--- src/logic/sof_pkg.sv ---
package sof_pkg;

    // sample word geometry
    localparam int NUM_CHUNKS    = 5;
    localparam int CHUNK_W       = 8;
    localparam int SAMPLE_W      = NUM_CHUNKS * CHUNK_W;

    // a chunk is active when this many of its bits are set
    localparam int ACTIVE_THRESH = 5;
    localparam int ONES_W        = $clog2(CHUNK_W + 1);

    localparam int WORD_IDX_W    = 12;

    // output queue sizing
    localparam int QUEUE_DEPTH   = 8;
    localparam int QPTR_W        = $clog2(QUEUE_DEPTH);
    localparam int QCNT_W        = QPTR_W + 1;   // holds 0 to QUEUE_DEPTH inclusive

    typedef logic [SAMPLE_W-1:0]   sample_word_t;
    typedef logic [NUM_CHUNKS-1:0] chunk_flags_t;
    typedef logic [2:0]            chunk_idx_t;
    typedef logic [1:0]            start_count_t;
    typedef logic [WORD_IDX_W-1:0] word_idx_t;   // wraps after 4096 words

    // one detected start of frame
    typedef struct packed {
        word_idx_t  word_idx;
        chunk_idx_t chunk_idx;
    } sof_entry_t;

    // registered chunk activity handed from the input side to the decoder
    typedef struct packed {
        chunk_flags_t active;
        word_idx_t    word_idx;
        logic         capture;
    } flag_bundle_t;

    // decoder result, loc_2 is only meaningful when count is 2
    typedef struct packed {
        chunk_idx_t   loc_1;
        chunk_idx_t   loc_2;
        start_count_t count;
        logic         trailing;
    } start_info_t;

endpackage

--- src/logic/chunk_flagger.sv ---
`timescale 1ns/1ps

module chunk_flagger import sof_pkg::*; (
    input  logic         clk,
    input  logic         rst_n,
    input  sample_word_t sample,
    input  logic         capture_en,
    output flag_bundle_t flags
);

    logic [ONES_W-1:0] ones [NUM_CHUNKS];
    chunk_flags_t      active_c;
    word_idx_t         word_cnt;

    // population count per chunk, then compare against the threshold
    always_comb begin
        for (int c = 0; c < NUM_CHUNKS; c++) begin
            ones[c] = '0;
            for (int b = 0; b < CHUNK_W; b++) begin
                ones[c] = ones[c] + ONES_W'(sample[c*CHUNK_W + b]);
            end
            active_c[c] = (ones[c] >= ONES_W'(ACTIVE_THRESH));
        end
    end

    // word_cnt always holds the index the next captured word will get
    always_ff @(posedge clk or negedge rst_n) begin
        if (!rst_n) begin
            word_cnt <= '0;
        end else if (capture_en) begin
            word_cnt <= word_cnt + 1'b1;
        end else begin
            word_cnt <= '0;   // restart numbering on the next enable
        end
    end

    always_ff @(posedge clk or negedge rst_n) begin
        if (!rst_n) begin
            flags <= '0;
        end else if (capture_en) begin
            flags.active   <= active_c;
            flags.word_idx <= word_cnt;
            flags.capture  <= 1'b1;
        end else begin
            flags <= '0;
        end
    end

    // the decoder relies on idle words carrying no activity at all
    a_idle_no_flags: assert property (
        @(posedge clk) disable iff (!rst_n)
        !flags.capture |-> (flags.active == '0 && flags.word_idx == '0)
    ) else $error("chunk flags set while capture is low");

    // consecutive captured words are numbered back to back
    a_word_idx_step: assert property (
        @(posedge clk) disable iff (!rst_n)
        flags.capture ##1 flags.capture |-> flags.word_idx == $past(flags.word_idx) + 1'b1
    ) else $error("word index skipped");

endmodule

--- src/logic/start_frame_decoder.sv ---
`timescale 1ns/1ps

module start_frame_decoder import sof_pkg::*; (
    input  logic         clk,
    input  logic         rst_n,
    input  flag_bundle_t flags,
    output start_info_t  starts
);

    logic [1:0]            hist;      // previous word, [1] is chunk 4 and [0] is chunk 3
    logic [NUM_CHUNKS+1:0] window;
    chunk_flags_t          marks;
    logic [2:0]            mark_sum;

    // history comes from the top two chunks, cleared whenever capture is off
    always_ff @(posedge clk or negedge rst_n) begin
        if (!rst_n) begin
            hist <= '0;
        end else if (flags.capture) begin
            hist[1] <= flags.active[NUM_CHUNKS-1];
            hist[0] <= flags.active[NUM_CHUNKS-2];
        end else begin
            hist <= '0;
        end
    end

    // two bits of history below the five chunks of the current word
    always_comb begin
        window[1:0] = hist;
        for (int ii = 0; ii < NUM_CHUNKS; ii++) begin
            window[ii+2] = flags.active[ii];
        end
    end

    // a start is an active chunk sitting above two quiet ones
    always_comb begin
        for (int ii = 0; ii < NUM_CHUNKS; ii++) begin
            marks[ii] = window[ii+2] & ~window[ii+1] & ~window[ii];
        end

        mark_sum = '0;
        for (int ii = 0; ii < NUM_CHUNKS; ii++) begin
            mark_sum = mark_sum + 3'(marks[ii]);
        end
    end

    always_comb begin
        starts.count    = start_count_t'(mark_sum);
        starts.trailing = window[NUM_CHUNKS+1] | window[NUM_CHUNKS];

        // only these mark patterns can occur with two quiet chunks before each start
        case (marks)
            5'b00001: begin
                starts.loc_1 = 3'd0;
                starts.loc_2 = 3'd0;
            end
            5'b01001: begin
                starts.loc_1 = 3'd0;
                starts.loc_2 = 3'd3;
            end
            5'b10001: begin
                starts.loc_1 = 3'd0;
                starts.loc_2 = 3'd4;
            end
            5'b00010: begin
                starts.loc_1 = 3'd1;
                starts.loc_2 = 3'd0;
            end
            5'b10010: begin
                starts.loc_1 = 3'd1;
                starts.loc_2 = 3'd4;
            end
            5'b00100: begin
                starts.loc_1 = 3'd2;
                starts.loc_2 = 3'd0;
            end
            5'b01000: begin
                starts.loc_1 = 3'd3;
                starts.loc_2 = 3'd0;
            end
            5'b10000: begin
                starts.loc_1 = 3'd4;
                starts.loc_2 = 3'd0;
            end
            default: begin
                starts.loc_1 = 3'd0;
                starts.loc_2 = 3'd0;
            end
        endcase
    end

    // the queue writes at most two entries per word
    a_max_two_starts: assert property (
        @(posedge clk) disable iff (!rst_n)
        mark_sum <= 3'd2
    ) else $error("more than two starts decoded in one word");

    // the previous word's history must not leak into an idle cycle
    a_idle_no_starts: assert property (
        @(posedge clk) disable iff (!rst_n)
        !flags.capture |-> starts.count == '0
    ) else $error("start decoded while capture is low");

endmodule

--- src/logic/sof_entry_queue.sv ---
`timescale 1ns/1ps

module sof_entry_queue import sof_pkg::*; (
    input  logic         clk,
    input  logic         rst_n,
    input  flag_bundle_t flags,
    input  start_info_t  starts,
    input  logic         rd_en,
    output sof_entry_t   entry,
    output logic         entry_valid,
    output logic         line_active,
    output logic         overflow
);

    sof_entry_t        mem [QUEUE_DEPTH];
    sof_entry_t        entry_lo;
    sof_entry_t        entry_hi;
    logic [QPTR_W-1:0] wr_ptr;
    logic [QPTR_W-1:0] rd_ptr;
    logic [QCNT_W-1:0] count;
    logic [QCNT_W-1:0] free_slots;
    logic              do_read;
    logic              do_write;
    logic              no_room;

    always_comb begin
        entry_lo.word_idx  = flags.word_idx;
        entry_lo.chunk_idx = starts.loc_1;
        entry_hi.word_idx  = flags.word_idx;
        entry_hi.chunk_idx = starts.loc_2;
    end

    always_comb begin
        do_read    = rd_en && (count != '0);   // reads on an empty queue are dropped
        // a read on the same edge frees its slot before the write is checked
        free_slots = QCNT_W'(QUEUE_DEPTH) - count + QCNT_W'(do_read);
        no_room    = QCNT_W'(starts.count) > free_slots;
        do_write   = (starts.count != '0) && !no_room;
    end

    // the lower start always takes the first slot so it leaves the queue first
    always_ff @(posedge clk) begin
        if (do_write) begin
            mem[wr_ptr] <= entry_lo;
            if (starts.count == 2'd2) begin
                mem[wr_ptr + 1'b1] <= entry_hi;
            end
        end
    end

    always_ff @(posedge clk or negedge rst_n) begin
        if (!rst_n) begin
            wr_ptr <= '0;
            rd_ptr <= '0;
            count  <= '0;
        end else begin
            if (do_write) begin
                wr_ptr <= wr_ptr + QPTR_W'(starts.count);
            end
            if (do_read) begin
                rd_ptr <= rd_ptr + 1'b1;
            end
            count <= count - QCNT_W'(do_read) + (do_write ? QCNT_W'(starts.count) : '0);
        end
    end

    always_ff @(posedge clk or negedge rst_n) begin
        if (!rst_n) begin
            overflow    <= 1'b0;
            line_active <= 1'b0;
        end else begin
            if (no_room) begin
                overflow <= 1'b1;   // sticky until reset
            end
            line_active <= flags.capture & starts.trailing;
        end
    end

    // first word fall through keeps the head entry on the output
    assign entry       = mem[rd_ptr];
    assign entry_valid = (count != '0);

    a_count_bound: assert property (
        @(posedge clk) disable iff (!rst_n)
        count <= QCNT_W'(QUEUE_DEPTH)
    ) else $error("queue holds more than QUEUE_DEPTH entries");

    // an empty queue must keep its head where it is whatever rd_en does
    a_read_not_empty: assert property (
        @(posedge clk) disable iff (!rst_n)
        (count == '0) |=> (rd_ptr == $past(rd_ptr))
    ) else $error("read accepted on an empty queue");

endmodule

--- src/logic/sof_detector_top.sv ---
`timescale 1ns/1ps

module sof_detector_top import sof_pkg::*; (
    input  logic         clk,
    input  logic         rst_n,
    input  sample_word_t sample,
    input  logic         capture_en,
    input  logic         rd_en,
    output sof_entry_t   entry,
    output logic         entry_valid,
    output logic         line_active,
    output logic         overflow
);

    flag_bundle_t flags_q;    // registered chunk activity and word index
    start_info_t  starts_c;   // combinational decode of flags_q

    chunk_flagger u_chunk_flagger (
        .clk        (clk),
        .rst_n      (rst_n),
        .sample     (sample),
        .capture_en (capture_en),
        .flags      (flags_q)
    );

    start_frame_decoder u_start_frame_decoder (
        .clk    (clk),
        .rst_n  (rst_n),
        .flags  (flags_q),
        .starts (starts_c)
    );

    // the word index reaches the queue alongside the decode in flags_q
    sof_entry_queue u_sof_entry_queue (
        .clk         (clk),
        .rst_n       (rst_n),
        .flags       (flags_q),
        .starts      (starts_c),
        .rd_en       (rd_en),
        .entry       (entry),
        .entry_valid (entry_valid),
        .line_active (line_active),
        .overflow    (overflow)
    );

endmodule

--- config.mk ---
export PLATFORM = sky130hd
export DESIGN_NAME = sof_detector_top
export DESIGN_NICKNAME = d
export VERILOG_FILES = /design/src/logic/sof_pkg.sv /design/src/logic/chunk_flagger.sv /design/src/logic/start_frame_decoder.sv /design/src/logic/sof_entry_queue.sv /design/src/logic/sof_detector_top.sv
export SDC_FILE = /design/constraint.sdc
export NUM_CORES = 1
export LEC_CHECK = 0
export BUFFER_PORTS_ARGS = -buffer_cell sky130_fd_sc_hd__buf_2
export CORE_ASPECT_RATIO = 1.5
export CORE_MARGIN = 4
export CORE_UTILIZATION = 40
export DETAILED_ROUTE_END_ITERATION = 10
export PLACE_DENSITY = 0.66
export SLEW_MARGIN = 0
export SYNTH_ARGS = -nofsm -noshare
export SYNTH_HDL_FRONTEND = slang
export SYNTH_SLANG_ARGS = --single-unit
--- constraint.sdc ---
create_clock -name clk -period 8.43 [get_ports clk]
set_clock_uncertainty 0.2 [all_clocks]
set_input_delay 0.4215 -clock clk [delete_from_list [all_inputs] [get_ports clk]]
set_output_delay 0.4215 -clock clk [all_outputs]
set_load 0.005 [all_outputs]
=== Word-level counts from Yosys, hierarchy flattened ===
Memories as Yosys holds them, arrays and structs flattened.
Index checks and enable logic that the tools add are counted.

* Add/sub/neg operators: 47
* Bitwise logic cells: 18
* $lt $le $gt $ge: 6
* Eq/ne operators: 1
* Muxes and demuxes: 9
* Reduce and logical (&&, ||, !) cells: 5

{| class="wikitable"
|+ Operators with widths
! cell !! number
|-
| adder 4 x 1 -> 4 bit || 31
|-
| >= comparator 4 x 3 -> 1 bit, second input constant || 5
|-
| two-way mux 18 bit || 1
|-
| adder 1 x 1 -> 2 bit || 6
|-
| adder 12 x 1 -> 12 bit, second input constant || 1
|-
| two-way mux 12 bit || 1
|-
| bitwise AND 1 bit || 11
|-
| adder 2 x 1 -> 2 bit || 3
|-
| adder 3 x 1 -> 3 bit, second input constant || 2
|-
| NOT 1 bit || 6
|-
| two-way mux 1 bit || 5
|-
| adder 4 bit || 1
|-
| > comparator 2 x 4 -> 1 bit || 1
|-
| two-way mux 2 bit || 2
|-
| nonzero test 4 bit || 1
|-
| subtractor 4 x 1 -> 4 bit || 1
|-
| subtractor 4 bit, first input constant || 1
|-
| adder 3 x 2 -> 3 bit || 1
|-
| equality test 2 bit, second input constant || 1
|-
| logical AND 1 bit || 2
|-
| nonzero test 2 bit || 1
|-
| zero test 1 bit || 1
|-
| OR 1 bit || 1
|}

* Memory bits (read-only): 192
* Memory bits (writable): 120
* Output and inout port bits: 18
* Memories: 2
* Bits in registers: 44
* Word-level logic and storage cells: 98

{| class="wikitable"
|+ Memory list
! name !! words !! bits a word !! rd ports !! clocked after memory_dff !! write ports !! line !! RTL
|-
| (name not given) || 32 || 6 || 1 || 0 || 0 || start_frame_decoder.sv:52 || <nowiki>case (marks)</nowiki>
|-
| u_sof_entry_queue.mem || 8 || 15 || 1 || 0 || 2 || sof_entry_queue.sv:15 || <nowiki>sof_entry_t mem [QUEUE_DEPTH];</nowiki>
|}

=== Longest topological paths before layout ===
Gate-level depths: netlist of the first run.

* Depth after elaboration: 12
* Gate-level depth with buffers: 18
* Gate-level depth less buffers: 17

=== Modules after synthesis ===
A second synthesis of the first run with hierarchy kept.

* Cells, all modules: 560
* Area total of the unflattened synthesis: 8,299.2 um^2

{| class="wikitable"
|+ Modules (own cells, without submodules)
! module !! instances !! cells each !! area each (um^2)
|-
| sof_entry_queue || 1 || 311 || 5,863.1
|-
| chunk_flagger || 1 || 215 || 2,168.3
|-
| start_frame_decoder || 1 || 34 || 267.8
|}

=== Worst setup path before layout of the first run ===
OpenSTA, ideal clock, no wires.

* Kind: register -> register
* From: reg u_chunk_flagger.flags[13] (netlist name)
* To: reg u_sof_entry_queue.count[2]
* Buffers on the path: 0
* Cell stages (with the launch flop): 15
* Setup time: 0.123 ns
* Clock period less this slack: 4.077 ns
* Path slack: 4.353 ns
* Required time: 8.107 ns
* Data arrival time: 3.755 ns
* Path through: dfrtp_1 nor3b_1 inv_1 fa_1 inv_1 fa_1 inv_1 ha_1 o21ai_4 nand2_1 o31ai_2 a21oi_1 ha_1 fa_1 xor2_1

* Cells in the longest elaborated chain, start to end: 12
* Elaborated cells between the ends (all ways): 16
* Those cells by class: 5 x add/sub; 1 x order compare; 1 x mux; 6 x bitwise; 3 x reduce/logical

{| class="wikitable"
|+ Ends and longest elaborated chain
! what !! line !! RTL
|-
| NOT 1 bit || start_frame_decoder.sv:38 || <nowiki>marks[ii] = window[ii+2] & ~window[ii+1] & ~window[ii];</nowiki>
|-
| bitwise AND 1 bit (2 in series) || start_frame_decoder.sv:38 ||
|-
| adder 1 x 1 -> 2 bit || start_frame_decoder.sv:43 || <nowiki>mark_sum = mark_sum + 3'(marks[ii]);</nowiki>
|-
| adder 2 x 1 -> 2 bit (*) (3 in series) || start_frame_decoder.sv:43 ||
|-
| > comparator 2 x 4 -> 1 bit || sof_entry_queue.sv:37 || <nowiki>no_room = QCNT_W'(starts.count) > free_slots;</nowiki>
|-
| zero test 1 bit || sof_entry_queue.sv:38 || <nowiki>do_write = (starts.count != '0) && !no_room;</nowiki>
|-
| logical AND 1 bit || sof_entry_queue.sv:38 ||
|-
| two-way mux 2 bit (*) || sof_entry_queue.sv:63 || <nowiki>count <= count - QCNT_W'(do_read) + (do_write ? QCNT_W'(starts.count) : '0);</nowiki>
|-
| adder 4 bit (*) || sof_entry_queue.sv:63 ||
|-
| to (signal assigned) || sof_entry_queue.sv:63 ||
|-
| to (decl) || sof_entry_queue.sv:20 || <nowiki>logic [QCNT_W-1:0] count;</nowiki>
|}

Mark *: on every way between the ends. The rest lies on a longest branch, timed or not.
A chain may end at the register's enable or synchronous reset.

==> results by group, run 1 <==
Outcome
  • Run status: finished with violations
  • Failing checks: negative hold slack

Routing
  • Routed wire length: 14.1 mm
  • Drt first pass iters: 4
  • Per-cell routed wire length: 16.2 µm
  • Final ANT Viol Nets: 0
  • Via count: 4271
  • Drt via density: 4.92
  • 1st-iter DRT viols: 223
  • DR DRC count: 0

STA
  • Count of final setup violators: 0
  • Final setup slack of the worst path: 3790 ps
  • Number of hold-slack violations in the final timing report: 44
  • Final Slew Violations: 0
  • Worst hold slack after final layout: -26.0 ps
  • Maximum operating frequency: 216 MHz
  • Sum of negative setup slack: 0 ps
  • Final worst path period need: 4640 ps
  • Slew at the pin closest to its max-slew limit: 991 ps
  • RSZ-0062 raised after global routing: false
  • Period utilisation layout: 0.550
  • Headroom to the max-slew limit: 0.339

Power
  • Pwr/cell area: 338 nW/µm²
  • Static power due to leakage: 0.00379 µW
  • Maximum ir drop on the vdd rail: 0.159 mV

Worst setup path
  • Required time at the worst-slack endpoint: 8270 ps
  • Cells along the critical path: nor3b_1 -> inv_1 -> fa_1 -> inv_1 -> fa_1 -> inv_1 -> ha_1 -> o21ai_4 -> nand2_1 -> o31ai_2 -> a21oi_4 -> a41o_1
  • Data arrival time of the critical path: 4480 ps
  • Highest-delay cell along the critical path: sky130_fd_sc_hd__a41o_1
  • Nature of the critical path startpoint: flip-flop
  • Critical path's top delay family: adder cells
  • Critical path fanouts, max: 15
  • Critical Path Most Common Cell: sky130_fd_sc_hd__inv_1
  • Worst Setup End Kind: flip-flop
  • Largest stage delay, worst path: 730 ps
  • Count of buffer and inverter cells on the critical path: 3
  • Type of the worst setup path: flip-flop to flip-flop

Clock network
  • Htree depth: 4
  • CTS buffer count: 17
  • Root buffer cell: sky130_fd_sc_hd__clkbuf_16
  • Clock latency reported for the late side of the worst-skew pair: 410 ps
  • Post-CTS Setup Inserts: 0
  • Worst-path clk slew: 70 ps
  • Clock tree from TritonCTS: built
  • Buffers from clock root to sink, at most: 2
  • Total of hold buffers inserted after clock tree synthesis: 0
  • CTS resizes: 0
  • Sinks on the clock net: 164

Layout
  • Post-route core utilization: 0.464
  • Fraction of layout instances using a drive strength above 1: 0.260
  • ANT cells: 0
  • Net count reported at finish: 695
  • Area Growth Syn to Fin: 14.4%

Yosys
  • Most used flip-flop cell after synthesis: sky130_fd_sc_hd__edfxtp_1
  • Post-Synthesis Net Count: 627
  • Post-synthesis instance area: 8030 µm²
  • Flops & latches, synth: 164
  • Number of library cell types mapped by synthesis: 41
  • Synth warn: 0
  • Avg Synthesized Cell Area: 15.2 µm²
  • Number of synthesized flops with an enable pin: 120
  • Cell type with the highest aggregate area in the netlist: sky130_fd_sc_hd__edfxtp_1
  • Part of the Yosys area used for sequential elements: 0.586
  • Fraction of synthesized cell area taken by the top area cell type: 0.449
  • Cells taking the most area after synthesis: sky130_fd_sc_hd__edfxtp_1 45%, sky130_fd_sc_hd__dfrtp_1 14%, sky130_fd_sc_hd__mux4_2 8.4%
  • Mapped Cells: 527
  • Share of flip-flops with an asynchronous set or reset: 0.268

Floorplanning
  • Site row count: 63
  • Boundary Pins: 62
  • Die Ht: 182 µm
  • Core region area: 19800 µm²
  • Initial cell density of the core: 0.406
  • Die extent in x: 124 µm
  • Die Area: 22500 µm²

Placed design
  • RD Place Congestion: 0.731
  • Worst slack after detailed placement: 3770 ps
  • DP Wirelength: 10.6 mm
  • Input/output buffers: 61

Global routing
  • GRT Resource Usage Total: 0.135
  • Global-route wire length before repair: 23.7 mm
  • Number of global-route vias before repair: 4769
  • Congestion Overflow GR: 0
  • Initial antenna violation count: 0
  • Largest net degree at the start of global routing: 45

Job
  • Max-cap violations: 0

Hold path
  • Class of the most critical hold timing path: input port to async pin
-- state kept, by name, indices dropped and copies added (netlist names) --
signal and flops:
u_chunk_flagger.flags 18, u_chunk_flagger.word_cnt 12, u_sof_entry_queue.count 4, u_sof_entry_queue.line_active 1, u_sof_entry_queue.mem 120, u_sof_entry_queue.overflow 1
u_sof_entry_queue.rd_ptr 3, u_sof_entry_queue.wr_ptr 3, u_start_frame_decoder.hist 2
-- cell families after synthesis --
kind of cell,after synthesis,share of synthesized area
flops,164,0.586
simple gates,91,0.0601
buf+inv,88,0.0425
mux,73,0.141
fa+ha+maj,56,0.110
compound gates,38,0.0430
xor+xnor,17,0.0185
-- routing by layer --
layer  vias to the layer above  global-route usage  routed length (µm)
met2                        83               0.242                7640
met3                        12              0.0243                 460
met4                         0              0.0408                 177
met5                         -                   0                   0
met1                      2149               0.164                5820
li1                       2027                   -                   -
-- stage by stage --
| stage | cells | power, µW | hold slack [ps] | area (µm²) |
|---|---|---|---|---|
| 6_report | 868 | 3100 | -26.0 | 9190 |
| 5_1_grt | 868 | 3310 | 55.2 | 9190 |
| 4_1_cts | 868 | 3150 | 0.946 | 9190 |
| 3_5_place_dp | 836 | 2420 | 287 | 8620 |
| 3_3_place_gp | 836 | 2380 | 285 | 8620 |
| 2_1_floorplan | 527 | 2070 | -74.1 | 8030 |
-- synth_stat cells (8+ instances only) --
master                     number
sky130_fd_sc_hd__edfxtp_1     120
sky130_fd_sc_hd__inv_1         73
sky130_fd_sc_hd__dfrtp_1       44
sky130_fd_sc_hd__ha_1          32
sky130_fd_sc_hd__mux4_2        30
sky130_fd_sc_hd__and2_1        27
sky130_fd_sc_hd__nand2_1       27
sky130_fd_sc_hd__fa_1          24
sky130_fd_sc_hd__mux2i_1       24
sky130_fd_sc_hd__mux2_2        19
sky130_fd_sc_hd__nor2_1        11
sky130_fd_sc_hd__xnor2_1       10
sky130_fd_sc_hd__clkbuf_1       9
sky130_fd_sc_hd__a41o_1         8
-- cells in the final DEF (no fill, tap or decap), types with 11 or more instances in the layout --
cell,synthesis,routed
sky130_fd_sc_hd__and2_1,27,27
sky130_fd_sc_hd__buf_2,3,61
sky130_fd_sc_hd__clkbuf_16,0,17
sky130_fd_sc_hd__dfrtp_1,44,43
sky130_fd_sc_hd__edfxtp_1,120,120
sky130_fd_sc_hd__fa_1,24,24
sky130_fd_sc_hd__ha_1,32,32
sky130_fd_sc_hd__inv_1,73,73
sky130_fd_sc_hd__mux2_2,19,19
sky130_fd_sc_hd__mux2i_1,24,24
sky130_fd_sc_hd__mux4_2,30,30
sky130_fd_sc_hd__nand2_1,27,27
sky130_fd_sc_hd__nor2_1,11,11
-- path summary, 6_finish.rpt --
check                                        startpoint                          end  slack [ps]  cells past startpoint
min                                               rst_n   u_sof_entry_queue.count[0]         -30                      1
min reg2reg                u_chunk_flagger.word_cnt[11]    u_chunk_flagger.flags[12]         300                      1
max                           u_chunk_flagger.flags[13]  u_sof_entry_queue.mem[4][9]        3790                     12
min in group clk                                  rd_en  u_sof_entry_queue.rd_ptr[0]         120                      3
max reg2reg                   u_chunk_flagger.flags[13]  u_sof_entry_queue.mem[4][9]        3790                     12
max in group asynchronous                         rst_n  u_sof_entry_queue.rd_ptr[0]        7390                      1
-- power by group --
group	total (µW)	leakage (µW)	switching, µW	internal [µW]
clock network	727	0.000267	334	393
logic	1170	0.00181	640	530
registers	1200	0.00171	91.1	1110
total	3100	0.00379	1070	2040
-- area by class of cell --
type	instances	area, µm²
well taps	260	325
clock inverters	14	143
repair buffers	63	320
multi-input cells	275	2990
flip-flops and latches	164	4710
inverters	74	278
fillers	1685	10600
clock buffers	18	429
(Power assumes the default switching activity.)
==> run 2, diff against run 1 <==
Settings changed: PLACE_DENSITY 0.66 to 0.68.
Clock period 8.43 ns to 4.2 ns, I/O delays scaled along.
==> run 2 against run 1 <==
Clock-buffer cell count fell by 1. Setup slack got worse by 3600 ps. Critical endpoint is now u_sof_entry_queue.count[3]. Final area rose by 2.8%. The flow now finishes without violations.
==> results by group, run 2 (synthesis gave the netlist of run 1 again) <==
Outcome
  • Run status: complete, no violations (was finished with violations)

Layout
  • Max FFs per register: 120 (unchanged)
  • Area taken by multi-input logic gates: 3020 µm² (was 2990 µm²)
  • Post-route core utilization: 0.478 (was 0.464)
  • Fill cell count: 1659 (was 1685)
  • Area taken by flip-flops and latches: 4710 µm² (unchanged)
  • Highest-count cells in the layout ignoring fill and taps: 120 x sky130_fd_sc_hd__edfxtp_1, 73 x sky130_fd_sc_hd__inv_1, 61 x sky130_fd_sc_hd__buf_2 (unchanged)
  • Net count reported at finish: 709 (was 695)
  • Top reg by flops: u_sof_entry_queue.mem (unchanged)
  • Leading cell type in the layout, fill and taps excluded: sky130_fd_sc_hd__edfxtp_1 (unchanged)
  • Fraction of layout instances using a drive strength above 1: 0.278 (was 0.260)
  • ANT cells: 0 (unchanged)
  • Largest regs: u_sof_entry_queue.mem x120, u_chunk_flagger.flags x18, u_chunk_flagger.word_cnt x12 (unchanged)
  • Area Growth Syn to Fin: 17.6% (was 14.4%)

STA
  • Slew at the pin closest to its max-slew limit: 1100 ps (was 991 ps)
  • Final worst path period need: 3960 ps (was 4640 ps)
  • Period utilisation layout: 0.943 (was 0.550)
  • Final setup slack of the worst path: 238 ps (was 3790 ps)
  • Headroom to the max-slew limit: 0.269 (was 0.339)
  • RSZ-0062 raised after global routing: false (unchanged)
  • Maximum operating frequency: 252 MHz (was 216 MHz)
  • Final Slew Violations: 0 (unchanged)
  • Count of final setup violators: 0 (unchanged)
  • Number of hold-slack violations in the final timing report: 0 (was 44)

Hold path
  • WHS Path Cells: 5
  • Startpoint of the worst hold path: sample[33]
  • Hold worst-path end: u_chunk_flagger.flags[17]
  • Class of the most critical hold timing path: input port to flip-flop (was input port to async pin)

Worst setup path
  • Worst Setup End Kind: flip-flop (unchanged)
  • Source of the worst register-to-register timing path: u_start_frame_decoder.hist[1] (was u_chunk_flagger.flags[13])
  • Register-to-Register Setup Slack: 240 ps (was 3790 ps)
  • End of the worst register-to-register path: u_sof_entry_queue.count[3] (was u_sof_entry_queue.mem[4][9])
  • Worst reg-to-reg path cell count: 17 (was 12)
  • Data arrival time of the critical path: 4100 ps (was 4480 ps)
  • Required time at the worst-slack endpoint: 4340 ps (was 8270 ps)
  • Crit path from: u_start_frame_decoder.hist[1] (was u_chunk_flagger.flags[13])
  • Nature of the critical path startpoint: flip-flop (unchanged)
  • Critical path fanouts, max: 4 (was 15)
  • Type of the worst setup path: flip-flop to flip-flop (unchanged)

Clock network
  • Htree depth: 4 (unchanged)
  • Clock tree from TritonCTS: built (unchanged)
  • CTS buffer count: 17 (unchanged)
  • Root buffer cell: sky130_fd_sc_hd__clkbuf_16 (unchanged)
  • Buffers from clock root to sink, at most: 2 (unchanged)
  • Clock latency reported for the late side of the worst-skew pair: 420 ps (was 410 ps)
  • Post-CTS Setup Inserts: 0 (unchanged)
  • Worst-path clk slew: 70 ps (about the same)
  • Sinks on the clock net: 164 (unchanged)

Global routing
  • Largest net degree at the start of global routing: 45 (unchanged)
  • GRT Resource Usage Total: 0.141 (was 0.135)
  • Initial antenna violation count: 0 (unchanged)
  • Global-route wire length before repair: 24.6 mm (was 23.7 mm)
  • Number of global-route vias before repair: 4819 (was 4769)
  • Congestion Overflow GR: 0 (unchanged)

Routing
  • Routed wire length: 14.5 mm (was 14.1 mm)
  • Final ANT Viol Nets: 0 (unchanged)
  • 1st-iter DRT viols: 248 (was 223)
  • Per-cell routed wire length: 16.5 µm (was 16.2 µm)
  • Drt first pass iters: 4 (unchanged)
  • DR DRC count: 0 (unchanged)
  • Via count: 4402 (was 4271)
  • Drt via density: 4.99 (was 4.92)

Floorplanning
  • Die Ht: 182 µm (unchanged)
  • Initial cell density of the core: 0.406 (unchanged)
  • Core region area: 19800 µm² (unchanged)
  • Die Area: 22500 µm² (unchanged)
  • Die extent in x: 124 µm (unchanged)
  • Boundary Pins: 62 (unchanged)
  • Site row count: 63 (unchanged)

Power
  • Pwr/cell area: 693 nW/µm² (was 338 nW/µm²)
  • Fraction of power consumed by sequential logic: 0.382 (was 0.388)
  • Total power after layout: 6550 µW (was 3100 µW)
  • Clock power frac: 0.230 (was 0.234)
  • Maximum ir drop on the vdd rail: 0.325 mV (was 0.159 mV)
  • Switching Fraction: 0.345 (was 0.344)
  • Static power due to leakage: 0.00391 µW (was 0.00379 µW)
  • Design internal power: 4290 µW (was 2040 µW)
  • Comb power frac: 0.388 (was 0.377)
  • Switching power of the nets: 2260 µW (was 1070 µW)

Placed design
  • DP Wirelength: 10.6 mm (about the same)
  • Input/output buffers: 61 (unchanged)
  • RD Place Congestion: 0.776 (was 0.731)
  • Worst slack after detailed placement: -91.6 ps (was 3770 ps)

Job
  • Max-cap violations: 0 (unchanged)
run 2: cell count changes in the layout (fill, tap and decap cells not counted), sizes merged:
cell         before  now
clkinv            3    6
clkbuf           18   17
dlygate4sd3       0    3
buf              63   74
clkinvlp          4    0
inv              81   83
run 2: routing by layer:
metal,vias to the layer above,track usage,part of all wire
met2,96,0.242,0.53
met4,0,0.0466,0.017
met1,2226,0.175,0.41
met5,-,0,0
li1,2062,-,-
met3,18,0.0284,0.036
run 2: timing repair:
action | in CTS | in global routing
resized for setup | 2 | 3
hold buffers | 3 | 0
pin swaps | 0 | 1
endpoints found under the setup margin | 2 | 123
endpoints found under the hold margin | 46 | 0
run 2: area by class of cell:
type,count,share of cell area
clock inverter,15,0.0169
sequential,164,0.498
timing repair buffer,77,0.0564
tap,260,0.0344
inverter,74,0.0294
multi-input combinational,275,0.320
clock buffer,17,0.0450
run 2: worst max-delay path by stage:
stage	endpoint	slack, ps	cells after the start
3_3_place_gp	u_sof_entry_queue.count[2]	100	12
4_1_cts	u_sof_entry_queue.count[3]	70	16
6_report	u_sof_entry_queue.count[3]	240	17
3_5_place_dp	u_sof_entry_queue.count[2]	-90	12
5_1_grt	u_sof_entry_queue.count[3]	50	17
2_1_floorplan	u_sof_entry_queue.count[2]	120	14
run 2: power groups by stage:
stage	sequential (µW)	combinational, µW	clock, µW
finish	2500	2540	1510
detailed placement	2540	2500	0
CTS	2510	2540	1530
floorplan	2360	1810	0
global placement	2520	2390	0
global route	2560	2800	1610
run 2: worst max-delay path, stage by stage, from the launching register on:
cell	delay (ps)
sky130_fd_sc_hd__dfrtp_1	410
sky130_fd_sc_hd__nor2_1	110
sky130_fd_sc_hd__and2_1	180
sky130_fd_sc_hd__inv_1	110
sky130_fd_sc_hd__fa_1	530
sky130_fd_sc_hd__inv_1	50
sky130_fd_sc_hd__fa_2	570
sky130_fd_sc_hd__inv_1	110
sky130_fd_sc_hd__ha_4	310
sky130_fd_sc_hd__o21ai_4	60
sky130_fd_sc_hd__nand2_1	70
sky130_fd_sc_hd__nand2_1	50
sky130_fd_sc_hd__ha_1	270
sky130_fd_sc_hd__inv_1	70
sky130_fd_sc_hd__ha_1	290
sky130_fd_sc_hd__a21o_1	150
sky130_fd_sc_hd__a21oi_1	160
sky130_fd_sc_hd__xor2_1	170
run 2: stage by stage:
stage | area (µm²) | instances | hold WS, ps | TNS [ps]
after floorplan | 8030 | 527 | -286 | 0
after global routing | 9450 | 882 | 256 | 0
after global placement | 8800 | 847 | 205 | 0
after CTS | 9430 | 882 | 188 | 0
after detailed placement | 8800 | 847 | 222 | -115
final | 9450 | 882 | 201 | 0
==> run 3, diff against run 2 <==
Settings changed: CORE_ASPECT_RATIO 1.5 to not set.
==> run 3 against run 2 <==
Setup slack lost 24 ps. Worst hold slack lost 3.1 ps. Final area shrank 0.32%. Utilization grew 0.32 points. Maximum frequency shrank 0.59%. Via count shrank 0.82%. Wire length grew 1.2%. Power shrank 0.76%. Flip-flop and latch count is the same. Sequential share of layout area grew 0.16 points. Register-to-register slack lost 20 ps. Combinational power is essentially flat.
==> results by group, run 3 (synthesis gave the netlist of run 1 again) <==
STA
  • Count of final setup violators: 0 (unchanged)
  • Headroom to the max-slew limit: 0.299 (was 0.269)
  • Final Slew Violations: 0 (unchanged)
  • Slew at the pin closest to its max-slew limit: 1050 ps (was 1100 ps)
  • Maximum operating frequency: 251 MHz (was 252 MHz)
  • Period utilisation layout: 0.949 (was 0.943)
  • Number of hold-slack violations in the final timing report: 0 (unchanged)
  • Final worst path period need: 3990 ps (was 3960 ps)
  • Worst hold slack after final layout: 198 ps (was 201 ps)

Worst setup path
  • Worst Setup End Kind: flip-flop (unchanged)
  • Type of the worst setup path: flip-flop to flip-flop (unchanged)
  • Data arrival time of the critical path: 4130 ps (was 4100 ps)
  • Nature of the critical path startpoint: flip-flop (unchanged)
  • Critical path fanouts, max: 4 (unchanged)
  • Required time at the worst-slack endpoint: 4350 ps (was 4340 ps)

Placed design
  • Total cell area at the placement stage: 8810 µm² (was 8800 µm²)
  • RD Place Congestion: 0.819 (was 0.776)
  • Input/output buffers: 61 (unchanged)
  • DP Wirelength: 10.4 mm (was 10.6 mm)
  • Number of cells in the design after placement: 852 (was 847)

Power
  • Static power due to leakage: 0.00389 µW (was 0.00391 µW)
  • Maximum ir drop on the vdd rail: 0.328 mV (was 0.325 mV)
  • Pwr/cell area: 690 nW/µm² (was 693 nW/µm²)
  • Total power after layout: 6500 µW (was 6550 µW)

Routing
  • Drt first pass iters: 4 (unchanged)
  • Met3 wire len: 744 µm (was 525 µm)
  • Per-cell routed wire length: 16.6 µm (was 16.5 µm)
  • Via count: 4366 (was 4402)
  • Routed wire length: 14.7 mm (was 14.5 mm)
  • Met2 Wirelength: 7.23 mm (was 7.74 mm)
  • Routed length on met1: 6.60 mm (was 6.03 mm)
  • DR DRC count: 0 (unchanged)
  • Final ANT Viol Nets: 0 (unchanged)
  • 1st-iter DRT viols: 181 (was 248)
  • Highest routed layer: met4 (unchanged)
  • Drt via density: 4.93 (was 4.99)

Clock network
  • Htree depth: 4 (unchanged)
  • Root buffer cell: sky130_fd_sc_hd__clkbuf_16 (unchanged)
  • Buffers from clock root to sink, at most: 2 (unchanged)
  • Clock tree from TritonCTS: built (unchanged)
  • CTS buffer count: 17 (unchanged)
  • Post-CTS Setup Inserts: 0 (unchanged)
  • Clock latency reported for the late side of the worst-skew pair: 420 ps (about the same)
  • Sinks on the clock net: 164 (unchanged)
  • Worst-path clk slew: 60 ps (was 70 ps)

Global routing
  • Initial antenna violation count: 0 (unchanged)
  • Global-route wire length before repair: 23.9 mm (was 24.6 mm)
  • GRT Resource Usage Total: 0.138 (was 0.141)
  • Largest net degree at the start of global routing: 45 (unchanged)
  • Congestion Overflow GR: 0 (unchanged)
  • Number of global-route vias before repair: 4695 (was 4819)

Layout
  • Max FFs per register: 120 (unchanged)
  • Largest regs: u_sof_entry_queue.mem x120, u_chunk_flagger.flags x18, u_chunk_flagger.word_cnt x12 (unchanged)
  • Leading cell type in the layout, fill and taps excluded: sky130_fd_sc_hd__edfxtp_1 (unchanged)
  • Top reg by flops: u_sof_entry_queue.mem (unchanged)
  • Highest-count cells in the layout ignoring fill and taps: 120 x sky130_fd_sc_hd__edfxtp_1, 72 x sky130_fd_sc_hd__inv_1, 61 x sky130_fd_sc_hd__buf_2 (was 120 x sky130_fd_sc_hd__edfxtp_1, 73 x sky130_fd_sc_hd__inv_1, 61 x sky130_fd_sc_hd__buf_2)
  • ANT cells: 0 (unchanged)
  • Net count reported at finish: 709 (unchanged)
  • Non-filler cells in the finished layout: 886 (was 882)
  • Fraction of layout instances using a drive strength above 1: 0.275 (was 0.278)
  • Area Growth Syn to Fin: 17.3% (was 17.6%)
  • Cell area after layout: 9420 µm² (was 9450 µm²)

Floorplanning
  • Initial cell density of the core: 0.410 (was 0.406)
  • Die Ht: 150 µm (was 182 µm)
  • Die Area: 22400 µm² (was 22500 µm²)
  • Core region area: 19600 µm² (was 19800 µm²)
  • Die extent in x: 150 µm (was 124 µm)
  • Site row count: 51 (was 63)
  • Boundary Pins: 62 (unchanged)

Outcome
  • Run status: complete, no violations (unchanged)

Hold path
  • Class of the most critical hold timing path: input port to flip-flop (unchanged)

Job
  • Max-cap violations: 0 (unchanged)
run 3: report_power, final:
part	switching (µW)	total [µW]	internal (µW)
combinational	1290	2560	1270
sequential	276	2500	2220
clock	618	1440	822
total	2190	6500	4310
run 3: worst max-delay path, cell delays in order (launching register included):
cell                      delay (ps)
sky130_fd_sc_hd__dfrtp_1         390
sky130_fd_sc_hd__nor2_1          130
sky130_fd_sc_hd__and2_4          170
sky130_fd_sc_hd__inv_1            80
sky130_fd_sc_hd__fa_1            540
sky130_fd_sc_hd__inv_1            50
sky130_fd_sc_hd__fa_1            600
sky130_fd_sc_hd__inv_1           130
sky130_fd_sc_hd__ha_4            320
sky130_fd_sc_hd__o21ai_4          60
sky130_fd_sc_hd__nand2_1          70
sky130_fd_sc_hd__nand2_1          50
sky130_fd_sc_hd__ha_1            270
sky130_fd_sc_hd__inv_1            60
sky130_fd_sc_hd__ha_1            290
sky130_fd_sc_hd__a21o_1          160
sky130_fd_sc_hd__a21oi_1         170
sky130_fd_sc_hd__xor2_1          160
run 3: what timing repair did:
action                                  CTS  global route
pin swaps                                 0             1
endpoints found under the setup margin    1             4
endpoints found under the hold margin    46             0
gates resized for setup                   2             3
hold buffers                              3             0
run 3: layout make-up:
cell class / instances / area (µm²)
well taps: 265 / 332
flip-flops and latches: 164 / 4710
multi-input cells: 275 / 3020
fillers: 1669 / 10200
clock inverters: 13 / 126
clock buffers: 18 / 429
repair buffers: 77 / 533
inverters: 74 / 278
run 3: path summary, 6_finish.rpt:
kind | start | end | slack, ps | depth (start not counted)
worst max-delay path | u_start_frame_decoder.hist[1] | u_sof_entry_queue.count[3] | 210 | 17
worst min-delay path | sample[25] | u_chunk_flagger.flags[16] | 200 | 5
worst max register to register | u_start_frame_decoder.hist[1] | u_sof_entry_queue.count[3] | 210 | 17
worst min register to register | u_sof_entry_queue.overflow | u_sof_entry_queue.overflow | 260 | 1
max in group asynchronous | rst_n | u_sof_entry_queue.rd_ptr[0] | 2770 | 2
min in group asynchronous | rst_n | u_chunk_flagger.flags[4] | 330 | 2
run 3: per-layer routing:
metal	GRT usage	vias up
li1	-	2063
met1	0.191	2175
met2	0.222	118
met3	0.0297	10
met4	0.0425	0
met5	0	-
run 3: through the flow:
stage	worst slack (ps)	util	TNS [ps]
2_1_floorplan	123	-	0
6_report	214	0.481	0
3_5_place_dp	4.50	0.450	0
5_1_grt	-23.5	0.481	-23.5
3_3_place_gp	121	0.450	0
4_1_cts	116	0.480	0
